==> config.mk <==
export PLATFORM = sky130hd
export DESIGN_NAME = pspin_dispatch
export DESIGN_NICKNAME = d
export VERILOG_FILES = /design/src/pspin_pkg.sv /design/src/pspin_dispatch.sv /design/src/feedback_arbiter.sv /design/src/task_scheduler.sv /design/src/her_queue.sv
export VERILOG_INCLUDE_DIRS = /design/src /design/src/src
export SDC_FILE = /design/constraint.sdc
export NUM_CORES = 1
export LEC_CHECK = 0
export ABC_AREA = 0
export BUFFER_PORTS_ARGS = -buffer_cell sky130_fd_sc_hd__buf_4
export CORE_ASPECT_RATIO = 0.9
export CORE_MARGIN = 5
export CORE_UTILIZATION = 25
export CTS_BUF_LIST = sky130_fd_sc_hd__clkbuf_8
export DETAILED_ROUTE_END_ITERATION = 8
export PLACE_DENSITY_LB_ADDON = 0.2
export RECOVER_POWER = 100
export SLEW_MARGIN = 5
export SYNTH_ARGS = -nofsm -noshare
export SYNTH_HDL_FRONTEND = slang
export SYNTH_SLANG_ARGS = --single-unit
export TNS_END_PERCENT = 30
==> constraint.sdc <==
create_clock -name clk_i -period 3.3 [get_ports clk_i]
set_clock_uncertainty 0.1 [all_clocks]
set_input_delay 0.66 -clock clk_i [delete_from_list [all_inputs] [get_ports clk_i]]
set_output_delay 0.66 -clock clk_i [all_outputs]
set_load 0.005 [all_outputs]
==> src/pspin_settings.svh <==
/*
 * Sizes and widths of the handler dispatch path
 */
`ifndef PSPIN_SETTINGS_SVH
`define PSPIN_SETTINGS_SVH

// Processing clusters and their task slots
`define PSPIN_NUM_CLUSTERS 4
`define PSPIN_HERS_PER_CLUSTER 2

// HER queue entries
`define PSPIN_HER_QUEUE_DEPTH 4

// Descriptor widths
`define PSPIN_HER_W 32
`define PSPIN_FB_W 32

`endif
==> src/pspin_pkg.sv <==
/*
 * Descriptor words and cluster index types of the dispatch path
 */
`include "pspin_settings.svh"

package pspin_pkg;

  // Handler execution request, as issued to a cluster
  typedef logic [`PSPIN_HER_W-1:0] her_descr_t;

  // Completion feedback returned to the NIC
  typedef logic [`PSPIN_FB_W-1:0] feedback_descr_t;

  typedef logic [`PSPIN_NUM_CLUSTERS-1:0] cluster_mask_t;
  typedef logic [$clog2(`PSPIN_NUM_CLUSTERS)-1:0] cluster_idx_t;

endpackage

==> src/pspin_dispatch.sv <==
/*
 * Handler dispatch top level: HER queue, task scheduler, feedback merge
 * and the all-clusters-active status
 */
`timescale 1ns/1ps
`include "pspin_settings.svh"

module pspin_dispatch (
  input  logic                                                clk_i,
  input  logic                                                rst_ni,

  // From the packet generator
  input  logic                                                her_valid_i,
  input  pspin_pkg::her_descr_t                               her_i,
  output logic                                                her_ready_o,

  // Tasks to the clusters
  output pspin_pkg::cluster_mask_t                            cluster_task_valid_o,
  output pspin_pkg::her_descr_t                               cluster_task_o,
  input  pspin_pkg::cluster_mask_t                            cluster_task_ready_i,

  // Completion feedback from the clusters
  input  pspin_pkg::cluster_mask_t                            cluster_fb_valid_i,
  input  pspin_pkg::feedback_descr_t [`PSPIN_NUM_CLUSTERS-1:0] cluster_fb_i,
  output pspin_pkg::cluster_mask_t                            cluster_fb_ready_o,

  // Feedback to the packet generator
  output logic                                                nic_feedback_valid_o,
  output pspin_pkg::feedback_descr_t                          nic_feedback_o,
  input  logic                                                nic_feedback_ready_i,

  input  pspin_pkg::cluster_mask_t                            cluster_active_i,
  output logic                                                pspin_active_o
);

  import pspin_pkg::*;

  // Queue head toward the scheduler
  logic          task_valid;
  her_descr_t    task_descr;
  logic          task_ready;

  // Slot credit return
  logic          fb_done;
  cluster_idx_t  fb_cluster;

  cluster_mask_t cluster_active_q;

  her_queue i_her_queue (
    .clk_i        (clk_i),
    .rst_ni       (rst_ni),
    .her_valid_i  (her_valid_i),
    .her_i        (her_i),
    .her_ready_o  (her_ready_o),
    .task_valid_o (task_valid),
    .task_o       (task_descr),
    .task_ready_i (task_ready)
  );

  task_scheduler i_task_scheduler (
    .clk_i                (clk_i),
    .rst_ni               (rst_ni),
    .task_valid_i         (task_valid),
    .task_i               (task_descr),
    .task_ready_o         (task_ready),
    .cluster_task_valid_o (cluster_task_valid_o),
    .cluster_task_o       (cluster_task_o),
    .cluster_task_ready_i (cluster_task_ready_i),
    .fb_done_i            (fb_done),
    .fb_cluster_i         (fb_cluster)
  );

  feedback_arbiter i_feedback_arbiter (
    .clk_i                (clk_i),
    .rst_ni               (rst_ni),
    .cluster_fb_valid_i   (cluster_fb_valid_i),
    .cluster_fb_i         (cluster_fb_i),
    .cluster_fb_ready_o   (cluster_fb_ready_o),
    .nic_feedback_valid_o (nic_feedback_valid_o),
    .nic_feedback_o       (nic_feedback_o),
    .nic_feedback_ready_i (nic_feedback_ready_i),
    .fb_done_o            (fb_done),
    .fb_cluster_o         (fb_cluster)
  );

  // High only when every cluster was active last cycle
  assign pspin_active_o = &cluster_active_q;

  always_ff @(posedge clk_i, negedge rst_ni) begin
    if (!rst_ni) begin
      cluster_active_q <= '0;
    end else begin
      cluster_active_q <= cluster_active_i;
    end
  end

endmodule

==> src/feedback_arbiter.sv <==
/*
 * Round-robin merge of cluster completion feedback toward the NIC
 * Also reports which cluster freed a handler slot
 */
`timescale 1ns/1ps
`include "pspin_settings.svh"

module feedback_arbiter (
  input  logic                                                clk_i,
  input  logic                                                rst_ni,

  input  pspin_pkg::cluster_mask_t                            cluster_fb_valid_i,
  input  pspin_pkg::feedback_descr_t [`PSPIN_NUM_CLUSTERS-1:0] cluster_fb_i,
  output pspin_pkg::cluster_mask_t                            cluster_fb_ready_o,

  output logic                                                nic_feedback_valid_o,
  output pspin_pkg::feedback_descr_t                          nic_feedback_o,
  input  logic                                                nic_feedback_ready_i,

  output logic                                                fb_done_o,
  output pspin_pkg::cluster_idx_t                             fb_cluster_o
);

  import pspin_pkg::*;

  localparam int unsigned n_clusters = `PSPIN_NUM_CLUSTERS;

  cluster_idx_t ptr_q;
  logic         hold_q;
  cluster_idx_t hold_idx_q;
  cluster_idx_t pick;
  cluster_idx_t grant;
  logic         accept;

  // First pending cluster at or after the grant pointer
  always_comb begin
    int unsigned idx;
    logic        found;
    pick  = ptr_q;
    found = 1'b0;
    for (int unsigned i = 0; i < n_clusters; i++) begin
      idx = (32'(ptr_q) + i) % n_clusters;
      if (!found && cluster_fb_valid_i[idx]) begin
        pick  = cluster_idx_t'(idx);
        found = 1'b1;
      end
    end
  end

  // Stalled grant is kept so the NIC sees a stable word
  assign grant  = hold_q ? hold_idx_q : pick;
  assign accept = nic_feedback_valid_o & nic_feedback_ready_i;

  assign nic_feedback_valid_o = cluster_fb_valid_i[grant];
  assign nic_feedback_o       = cluster_fb_i[grant];
  assign cluster_fb_ready_o   = accept ? (cluster_mask_t'(1) << grant) : '0;

  assign fb_done_o    = accept;
  assign fb_cluster_o = grant;

  always_ff @(posedge clk_i, negedge rst_ni) begin
    if (!rst_ni) begin
      ptr_q      <= '0;
      hold_q     <= 1'b0;
      hold_idx_q <= '0;
    end else begin
      hold_q <= nic_feedback_valid_o & ~nic_feedback_ready_i;
      if (nic_feedback_valid_o) begin
        hold_idx_q <= grant;
      end
      if (accept) begin
        ptr_q <= cluster_idx_t'((32'(grant) + 1) % n_clusters);
      end
    end
  end

  // Pending feedback is held unchanged through a NIC stall
  assert property (@(posedge clk_i) disable iff (!rst_ni)
    (nic_feedback_valid_o && !nic_feedback_ready_i) |=>
      (nic_feedback_valid_o && $stable(nic_feedback_o)));

endmodule

==> src/task_scheduler.sv <==
/*
 * Task scheduler with per-cluster slot credits
 * Round-robin choice among clusters with a free handler slot
 */
`timescale 1ns/1ps
`include "pspin_settings.svh"

module task_scheduler (
  input  logic                     clk_i,
  input  logic                     rst_ni,

  input  logic                     task_valid_i,
  input  pspin_pkg::her_descr_t    task_i,
  output logic                     task_ready_o,

  output pspin_pkg::cluster_mask_t cluster_task_valid_o,
  output pspin_pkg::her_descr_t    cluster_task_o,
  input  pspin_pkg::cluster_mask_t cluster_task_ready_i,

  input  logic                     fb_done_i,
  input  pspin_pkg::cluster_idx_t  fb_cluster_i
);

  import pspin_pkg::*;

  localparam int unsigned n_clusters = `PSPIN_NUM_CLUSTERS;
  localparam int unsigned max_credit = `PSPIN_HERS_PER_CLUSTER;
  localparam int unsigned credit_w   = $clog2(max_credit + 1);

  cluster_mask_t has_credit;
  cluster_idx_t  rr_q;
  logic          lock_q;
  cluster_idx_t  lock_idx_q;
  cluster_idx_t  pick;
  logic          pick_found;
  cluster_idx_t  sel;
  logic          offer;
  logic          accept;

  // First cluster with credit, starting at the round-robin pointer
  always_comb begin
    int unsigned idx;
    pick       = rr_q;
    pick_found = 1'b0;
    for (int unsigned i = 0; i < n_clusters; i++) begin
      idx = (32'(rr_q) + i) % n_clusters;
      if (!pick_found && has_credit[idx]) begin
        pick       = cluster_idx_t'(idx);
        pick_found = 1'b1;
      end
    end
  end

  // A pending offer stays with its cluster until taken
  assign sel    = lock_q ? lock_idx_q : pick;
  assign offer  = task_valid_i & (lock_q | pick_found);
  assign accept = offer & cluster_task_ready_i[sel];

  assign cluster_task_valid_o = offer ? (cluster_mask_t'(1) << sel) : '0;
  assign cluster_task_o       = task_i;
  assign task_ready_o         = accept;

  always_ff @(posedge clk_i, negedge rst_ni) begin
    if (!rst_ni) begin
      rr_q       <= '0;
      lock_q     <= 1'b0;
      lock_idx_q <= '0;
    end else begin
      lock_q <= offer & ~accept;
      if (offer) begin
        lock_idx_q <= sel;
      end
      if (accept) begin
        rr_q <= cluster_idx_t'((32'(sel) + 1) % n_clusters);
      end
    end
  end

  for (genvar k = 0; k < n_clusters; k++) begin : gen_credit
    logic [credit_w-1:0] credit_q;
    logic                take;
    logic                give;

    assign take          = accept && (sel == cluster_idx_t'(k));
    assign give          = fb_done_i && (fb_cluster_i == cluster_idx_t'(k));
    assign has_credit[k] = (credit_q != '0);

    always_ff @(posedge clk_i, negedge rst_ni) begin
      if (!rst_ni) begin
        credit_q <= credit_w'(max_credit);
      end else if (take && !give) begin
        credit_q <= credit_q - 1'b1;
      end else if (give && !take) begin
        credit_q <= credit_q + 1'b1;
      end
    end

    // Issue only into a free slot
    assert property (@(posedge clk_i) disable iff (!rst_ni)
      take |-> (credit_q != '0));

    // Feedback only for a task the cluster actually holds
    assert property (@(posedge clk_i) disable iff (!rst_ni)
      (give && !take) |-> (credit_q < credit_w'(max_credit)));
  end

  // A refused offer stays on the same cluster with the same word
  assert property (@(posedge clk_i) disable iff (!rst_ni)
    (offer && !accept) |=>
      (cluster_task_valid_o == $past(cluster_task_valid_o)) && $stable(cluster_task_o));

endmodule

==> src/her_queue.sv <==
/*
 * HER queue between the NIC packet generator and the task scheduler
 * Circular buffer with read/write pointers and an entry count
 */
`timescale 1ns/1ps
`include "pspin_settings.svh"

module her_queue (
  input  logic                  clk_i,
  input  logic                  rst_ni,

  input  logic                  her_valid_i,
  input  pspin_pkg::her_descr_t her_i,
  output logic                  her_ready_o,

  output logic                  task_valid_o,
  output pspin_pkg::her_descr_t task_o,
  input  logic                  task_ready_i
);

  import pspin_pkg::*;

  localparam int unsigned depth = `PSPIN_HER_QUEUE_DEPTH;
  localparam int unsigned ptr_w = (depth > 1) ? $clog2(depth) : 1;
  localparam int unsigned cnt_w = $clog2(depth + 1);

  her_descr_t       mem_q [depth];
  logic [ptr_w-1:0] wr_ptr_q;
  logic [ptr_w-1:0] rd_ptr_q;
  logic [cnt_w-1:0] count_q;
  logic             push;
  logic             pop;

  assign her_ready_o  = (count_q != cnt_w'(depth));
  assign task_valid_o = (count_q != '0);
  assign task_o       = mem_q[rd_ptr_q];

  assign push = her_valid_i & her_ready_o;
  assign pop  = task_valid_o & task_ready_i;

  always_ff @(posedge clk_i) begin
    if (push) begin
      mem_q[wr_ptr_q] <= her_i;
    end
  end

  always_ff @(posedge clk_i, negedge rst_ni) begin
    if (!rst_ni) begin
      wr_ptr_q <= '0;
      rd_ptr_q <= '0;
      count_q  <= '0;
    end else begin
      if (push) begin
        wr_ptr_q <= (wr_ptr_q == ptr_w'(depth - 1)) ? '0 : wr_ptr_q + 1'b1;
      end
      if (pop) begin
        rd_ptr_q <= (rd_ptr_q == ptr_w'(depth - 1)) ? '0 : rd_ptr_q + 1'b1;
      end
      // Simultaneous push and pop leaves the count unchanged
      case ({push, pop})
        2'b10:   count_q <= count_q + 1'b1;
        2'b01:   count_q <= count_q - 1'b1;
        default: count_q <= count_q;
      endcase
    end
  end

  // No write past full and no read past empty
  assert property (@(posedge clk_i) disable iff (!rst_ni)
    count_q <= cnt_w'(depth));

  // Write pointer leads the read pointer by the entry count
  assert property (@(posedge clk_i) disable iff (!rst_ni)
    wr_ptr_q == ptr_w'((32'(rd_ptr_q) + 32'(count_q)) % depth));

endmodule

==> results by group, run 1 <==
Outcome
  – Status: complete, but fails checks
  – Failing checks: max-capacitance violations, max-slew violations

Drt
  – Pre-antenna DRT Iters: 4
  – Iteration-0 DRC Markers: around 190
  – Remaining DRCs: 0
  – Post-Route WL: ~21 mm
  – WL/cell: approximately 17 um
  – Post-detailed-route count of antenna-violating nets: 0
  – Via count: about 5.5k
  – Vias per inst: about 4.4

Critical path
  – Arrival time worst endpoint: 2.43 ns
  – Worst R2R Start: i_task_scheduler.gen_credit[0].credit_q[1]
  – Reg2reg end: i_her_queue.count_q[2]
  – R2r worst-path depth: 14
  – Crit-path max FO: 7
  – Reg2reg setup slack: between 0.3 and 0.4 ns
  – Worst Setup Start Kind: flip-flop
  – Crit Path Class: reg -> out
  – Crit path required time: approximately 2.5 ns
  – Worst Setup End Kind: output pin

Power
  – Leakage dissipation: between 4 and 5 nW
  – Clock share of power: about 14%
  – Switching part of the total power: between 30% and 40%
  – Worst VDD drop: about 0.00039 V
  – Internal power: 6.73 mW
  – Switch Pwr: 3.93 mW
  – Pwr/cell area: ~1000 nW/um^2
  – Gate power share: a little under three fifths
  – Flop pwr share: 28.8%
  – Total Power: approximately 11 mW

Logic synthesis
  – #FFs+latches synth: roughly 160
  – Synthesized cell area: around 7500 um^2
  – Post-synthesis async set-or-reset flop share: around 18%
  – Synth warn: 0
  – EDFF count, synth: 128
  – Post-Syn Instances: ~570
  – Sequential-to-total area share from yosys stat: around 61%
  – Net Count, Synth: roughly 770
  – Syn Area/Cell: approximately 13 um^2
  – Yosys cell types: between 50 and 60
  – Main synth FF type: edfxtp_1

Global route
  – Vias in the first global route: about 5.8k
  – Initial antenna violation count: 3
  – Pin count of the biggest net entering global routing: 41
  – First-pass GRT wire length: approximately 32 mm
  – All-Layer GR Usage: approximately 12%
  – GRT overflow: 0

Cells and area
  – Non-filler cells, final: between 1k and 1.5k
  – Fill cells: approximately 3k
  – Area occupied by registers: 4580 um^2
  – Multi-input gate area: roughly 2800 um^2
  – Syn-to-layout area delta: 40.8%
  – Share of cells above drive strength 1: approximately 40%
  – Final core occ: between 30% and 40%
  – Nets: between 1k and 1.5k
  – Finished Cell Area: between 10000 and 15000 um^2

Clocking
  – Clk root buf: clkbuf_8
  – CTS tree: yes
  – Clock transition at path regs: roughly 0.09 ns
  – Clk_lat worst skew: ~0.45 ns
  – CTS Buf Count: 17
  – H-Tree Depth: 4
  – Clock Sinks: 157
  – Buffer depth of the longest clock path: 2

Floorplanning
  – Core area: ~30000 um^2
  – Die area: 33500 um^2
  – # IOs: around 250
  – # rows: 60
  – Initial core utilization: between 20% and 30%
  – Chip Width: just under 200 um
  – Die Height: 174 um

STA
  – Slew margin rel.: -9.11%
  – Fmax: about 310 MHz
  – Setup tns final: 0 ns
  – Final setup fails: 0
  – Final Hold Fails: 0
  – Final min period: around 3.2 ns
  – RSZ-0062 raised after global routing: yes
  – Count of final max-slew check failures: 30
  – Worst slew pin tran: 1.64 ns
  – Final period util: 96.7%

Place
  – PortBufs: between 200 and 300
  – Post-DP HPWL: roughly 15 mm
  – Placed cell area: ~10000 um^2
  – Dpl cells: ~1.2k
  – GPL Wtd Cong: a little over 0.8

Worst hold path
  – Hold path endpoint: cluster_active_q[2]
  – Worst Hold Path Cells: 1
  – Class of the worst hold path: in -> reg
  – Worst hold start: cluster_active_i[2]

Flow run
  – Max_cap viols: 1
registers in the layout, summed over array words and instances (netlist names), 2 cells and up:
register and flops:
i_her_queue.wr_ptr_q 2, cluster_active_q 4, i_feedback_arbiter.hold_idx_q 2, i_task_scheduler.lock_idx_q 2, i_her_queue.rd_ptr_q 2, i_feedback_arbiter.ptr_q 2
i_her_queue.mem_q 128, i_her_queue.count_q 3, i_task_scheduler.rr_q 2, i_task_scheduler.gen_credit.credit_q 8
worst max-delay path by stage:
stage	start	endpoint	slack, ns	cells past startpoint
after floorplan	cluster_fb_valid_i[1]	cluster_fb_ready_o[0]	0.23	9
after global placement	cluster_fb_valid_i[2]	cluster_fb_ready_o[3]	0.12	10
after detailed placement	cluster_fb_valid_i[1]	i_task_scheduler.gen_credit[3].credit_q[1]	0.14	12
after CTS	i_feedback_arbiter.ptr_q[0]	nic_feedback_o[15]	0.0008	10
after global routing	i_task_scheduler.gen_credit[2].credit_q[1]	cluster_task_valid_o[1]	-0.008	8
final	i_feedback_arbiter.ptr_q[0]	cluster_fb_ready_o[2]	0.11	9
cells in the final DEF (no fill, tap or decap), drive strengths merged, types with 2 or more instances in the layout:
| cell | Yosys | final |
|---|---|---|
| xnor2 | 9 | 9 |
| o21a | 2 | 2 |
| mux4 | 32 | 32 |
| bufinv | 0 | 3 |
| nor3 | 6 | 6 |
| a21oi | 3 | 3 |
| ha | 18 | 18 |
| a221oi | 2 | 2 |
| mux2i | 5 | 5 |
| nand2b | 3 | 3 |
| mux2 | 6 | 6 |
| and3 | 37 | 37 |
| clkinv | 2 | 5 |
| a31oi | 32 | 32 |
| edfxtp | 128 | 128 |
| clkbuf | 17 | 66 |
| xor2 | 6 | 6 |
| inv | 16 | 21 |
| dfstp | 4 | 4 |
| o31ai | 2 | 2 |
| a211oi | 2 | 2 |
| nor2 | 13 | 13 |
| buf | 14 | 241 |
| o21ai | 12 | 12 |
| nand2 | 143 | 143 |
| dfrtp | 25 | 25 |
| o22ai | 4 | 4 |
| and2 | 13 | 13 |
cell families (layout without fill, tap and decap cells):
family	Yosys count	after routing	share of synthesized area, %
XOR/XNOR	15	15	1.75
other	0	1	0
AO/OA/AOI/OAI	70	70	6.72
AND/OR/NAND/NOR	219	219	13.1
buffers and inverters	49	337	2.77
multiplexers	43	43	11.3
adder cells (fa/ha/maj)	19	19	3.28
flip-flops	157	157	61.1
metrics by stage:
step / worst slack, ns / hold WS [ns]
2_1_floorplan: 0.232 / 0.264
3_3_place_gp: 0.122 / 0.395
3_5_place_dp: 0.137 / 0.392
4_1_cts: 0.000768 / 0.163
5_1_grt: -0.00812 / 0.189
6_report: 0.110 / 0.235
routing by layer:
| layer | global-route usage (%) | vias up | routed length, um |
|---|---|---|---|
| met3 | 3.94 | 27 | 1200 |
| li1 | - | 2658 | - |
| met5 | 0 | - | 29 |
| met1 | 15.4 | 2680 | 9220 |
| met4 | 3.24 | 6 | 311 |
| met2 | 20.2 | 136 | 10700 |
layout make-up:
type	count	share of cell area, %
Antenna cell	1	0.0237
Clock buffer	21	2.74
Clock inverter	11	1.33
Inverter	18	0.759
Multi-Input combinational cell	366	26.4
Sequential cell	157	43.4
Tap cell	403	4.78
Timing Repair Buffer	287	20.5
power groups by stage:
stage / Clock, mW / Sequential [mW] / Combinational, mW
final: 1.52 / 3.07 / 6.06
after global routing: 1.66 / 3.14 / 6.67
after CTS: 1.57 / 3.06 / 5.74
after detailed placement: 0 / 3.10 / 5.65
after global placement: 0 / 3.10 / 5.68
after floorplan: 0 / 2.91 / 3.24
synth_stat cells, types with 4 or more instances:
| cell | count | area, um^2 |
|---|---|---|
| xnor2_1 | 9 | 78.8 |
| nand2_1 | 141 | 529 |
| buf_2 | 9 | 45.0 |
| edfxtp_1 | 128 | 3840 |
| o22ai_1 | 4 | 25.0 |
| o21ai_0 | 11 | 55.1 |
| mux2i_1 | 4 | 40.0 |
| mux4_2 | 32 | 721 |
| a31oi_1 | 32 | 200 |
| clkbuf_1 | 17 | 63.8 |
| inv_1 | 16 | 60.1 |
| dfrtp_1 | 25 | 626 |
| and3_1 | 37 | 231 |
| dfstp_2 | 4 | 105 |
| ha_1 | 18 | 225 |
| nor2_1 | 13 | 48.8 |
| nor3_1 | 6 | 30.0 |
| xor2_1 | 6 | 52.6 |
| and2_1 | 13 | 81.3 |
worst max-delay path, cell delays in order (launching register included):
cell and delay (ns):
dfrtp_2 0.41, buf_6 0.12, nor3_2 0.04, a211o_1 0.30, o21a_4 0.28, clkinv_8 0.10
nand2_2 0.08, a221oi_4 0.34, and2_1 0.19, buf_4 0.11
what timing repair did:
| item | 4_1_cts | 5_1_grt |
|---|---|---|
| setup buffers | 5 | 3 |
| hold endpoints to repair | 5 | 0 |
| cloned | 0 | 4 |
| pin swaps | 3 | 8 |
| setup endpoints to repair | 39 | 40 |
| hold buffers | 1 | 0 |
| gates resized for setup | 3 | 26 |
No activity file was read; power rests on OpenSTA's default activity.
==> run 2: changes to the inputs <==
==> constraint.sdc (replaced) <==
create_clock -name clk_i -period 3.3 [get_ports clk_i]
set_clock_uncertainty 0.1 [all_clocks]
set_input_delay 0.33 -clock clk_i [delete_from_list [all_inputs] [get_ports clk_i]]
set_output_delay 0.33 -clock clk_i [all_outputs]
set_load 0.005 [all_outputs]
==> results by group, run 2 (synthesis results as in run 1) <==
Floorplanning
  – # rows: 60
  – Die Height: 174 um
  – Core area: about 30000 um^2
  – # IOs: approximately 250
  – Initial core utilization: about a quarter
  – Chip Width: 192 um
  – Die area: between 30000 and 40000 um^2

STA
  – Final period util: about 93%
  – Fmax: roughly 330 MHz
  – Slew margin rel.: -10.6%
  – RSZ-0062 raised after global routing: yes
  – Final setup fails: 0
  – Count of final max-slew check failures: 30
  – Final min period: just over 3 ns
  – Worst slew pin tran: around 1.7 ns
  – WHS: roughly 0.07 ns
  – Final Hold Fails: 0

Global route
  – Vias in the first global route: 5860
  – Pin count of the biggest net entering global routing: approximately 70
  – GRT overflow: 0
  – Initial antenna violation count: 1
  – First-pass GRT wire length: roughly 32 mm
  – All-Layer GR Usage: between 10% and 20%

Cells and area
  – Fill cells: about 3k
  – Nets: 1063
  – Biggest regs: i_her_queue.mem_q x128, i_task_scheduler.gen_credit.credit_q x8, cluster_active_q x4
  – Most common cell after layout, fill and taps aside: buf_4
  – Largest register FFs: 128
  – Non-filler cells, final: ~1.3k
  – Largest Register: i_her_queue.mem_q
  – Finished Cell Area: roughly 11000 um^2
  – Final core occ: between 30% and 40%
  – Syn-to-layout area delta: 40.8%
  – Share of cells above drive strength 1: a little over a third
  – Most frequent cells in the layout: buf_4 (229), nand2_1 (141), edfxtp_1 (128)

Critical path
  – Worst Setup End Kind: flip-flop
  – Crit Path Class: reg -> reg
  – Crit path required time: roughly 3.6 ns
  – Crit-path max FO: 6
  – Worst Setup Start Kind: flip-flop
  – Arrival time worst endpoint: between 3 and 4 ns

Place
  – Placed cell area: 9890 um^2
  – PortBufs: 250
  – Post-DP HPWL: 15.1 mm
  – Dpl cells: 1211
  – GPL Wtd Cong: slightly above 0.8

Drt
  – Iteration-0 DRC Markers: roughly 210
  – Remaining DRCs: 0
  – Post-Route WL: approximately 21 mm
  – Vias per inst: around 4.3
  – Post-detailed-route count of antenna-violating nets: 0
  – Pre-antenna DRT Iters: 4
  – WL/cell: 16.5 um
  – Via count: 5538

Power
  – Switch Pwr: 3.77 mW
  – Clock share of power: between 10% and 20%
  – Worst VDD drop: roughly 0.00044 V
  – Gate power share: 56.0%
  – Pwr/cell area: between 900 and 1000 nW/um^2
  – Leakage dissipation: around 4.3 nW
  – Internal power: around 6 mW
  – Switching part of the total power: between 30% and 40%
  – Flop pwr share: 31.2%
  – Total Power: between 9 and 10 mW

Clocking
  – CTS Buf Count: 17
  – Clock Sinks: between 150 and 200
  – Clk root buf: clkbuf_8
  – Clk_lat worst skew: 0.46 ns
  – CTS tree: yes
  – H-Tree Depth: 4
  – Buffer depth of the longest clock path: 2
  – Clock transition at path regs: about 0.09 ns

Flow run
  – Max_cap viols: 1

Outcome
  – Status: complete, but fails checks
  – Failing checks: max-capacitance violations, max-slew violations

Worst hold path
  – Class of the worst hold path: in -> reg
[run 2: cell types whose count changed in the layout (fill, tap and decap cells not counted), sizes merged]
cell         before  now
dlygate4sd3       1   37
buf             241  231
clkbuf           66   57
clkinvlp          0    6
clkinv            5    8
inv              21   18
bufinv            3    1
[run 2: final cells by class]
type	count	area [um^2]	share of cell area, %
Sequential cell	157	4580	43.4
Multi-Input combinational cell	366	2710	25.7
Timing Repair Buffer	308	2330	22.1
Tap cell	403	504	4.78
Clock buffer	17	234	2.22
Clock inverter	15	109	1.03
Inverter	18	72.6	0.688
Antenna cell	1	2.50	0.0237
[run 2: what timing repair did]
item                       CTS  global route
buffers inserted             0             3
resized for setup            0             3
setup endpoints to repair    0            35
hold buffers                37             0
hold endpoints to repair   161             0
[run 2: worst paths after layout]
| kind | from | to | slack [ns] | depth (start not counted) |
|---|---|---|---|---|
| hold / removal | nic_feedback_ready_i | i_feedback_arbiter.hold_q | 0.07 | 3 |
| hold reg to reg | i_her_queue.count_q[2] | i_her_queue.count_q[2] | 0.40 | 1 |
| setup / recovery | i_task_scheduler.gen_credit[1].credit_q[1] | i_her_queue.count_q[2] | 0.23 | 13 |
| max in group asynchronous | rst_ni | i_her_queue.rd_ptr_q[0] | 1.28 | 2 |
| min in group asynchronous | rst_ni | i_task_scheduler.gen_credit[0].credit_q[0] | 0.73 | 2 |
| setup reg to reg | i_task_scheduler.gen_credit[1].credit_q[1] | i_her_queue.count_q[2] | 0.23 | 13 |
[run 2: critical path, cell delays in order, from the launching register on]
cell	delay (ns)
dfstp_2	0.55
or2_1	0.14
nand2_1	0.06
a2111oi_1	0.38
o32a_2	0.30
mux2i_2	0.28
nand2_2	0.08
inv_1	0.08
ha_1	0.17
inv_1	0.07
fa_1	0.37
xor2_1	0.15
nor2_1	0.11
xor2_1	0.15
[run 2: layer usage]
metal | track usage (%) | vias up | share of wire (%)
met5 | 0 | - | 0
li1 | - | 2699 | -
met3 | 4.36 | 26 | 5.9
met2 | 19.9 | 124 | 49
met1 | 16.0 | 2689 | 44
met4 | 3.15 | 0 | 1.5
[run 2: through the flow]
step	setup WS [ns]	setup TNS (ns)
floorplan	0.330	0
CTS	0.0509	0
finish	0.233	0
detailed placement	0.206	0
global placement	0.254	0
global route	-0.0200	-0.0200
[run 2: power groups by stage]
stage | clock, mW | combinational, mW | sequential [mW]
2_1_floorplan | 0 | 3.24 | 2.91
3_3_place_gp | 0 | 5.49 | 3.14
3_5_place_dp | 0 | 5.46 | 3.14
4_1_cts | 1.32 | 5.52 | 3.10
5_1_grt | 1.41 | 6.14 | 3.15
6_report | 1.26 | 5.53 | 3.08
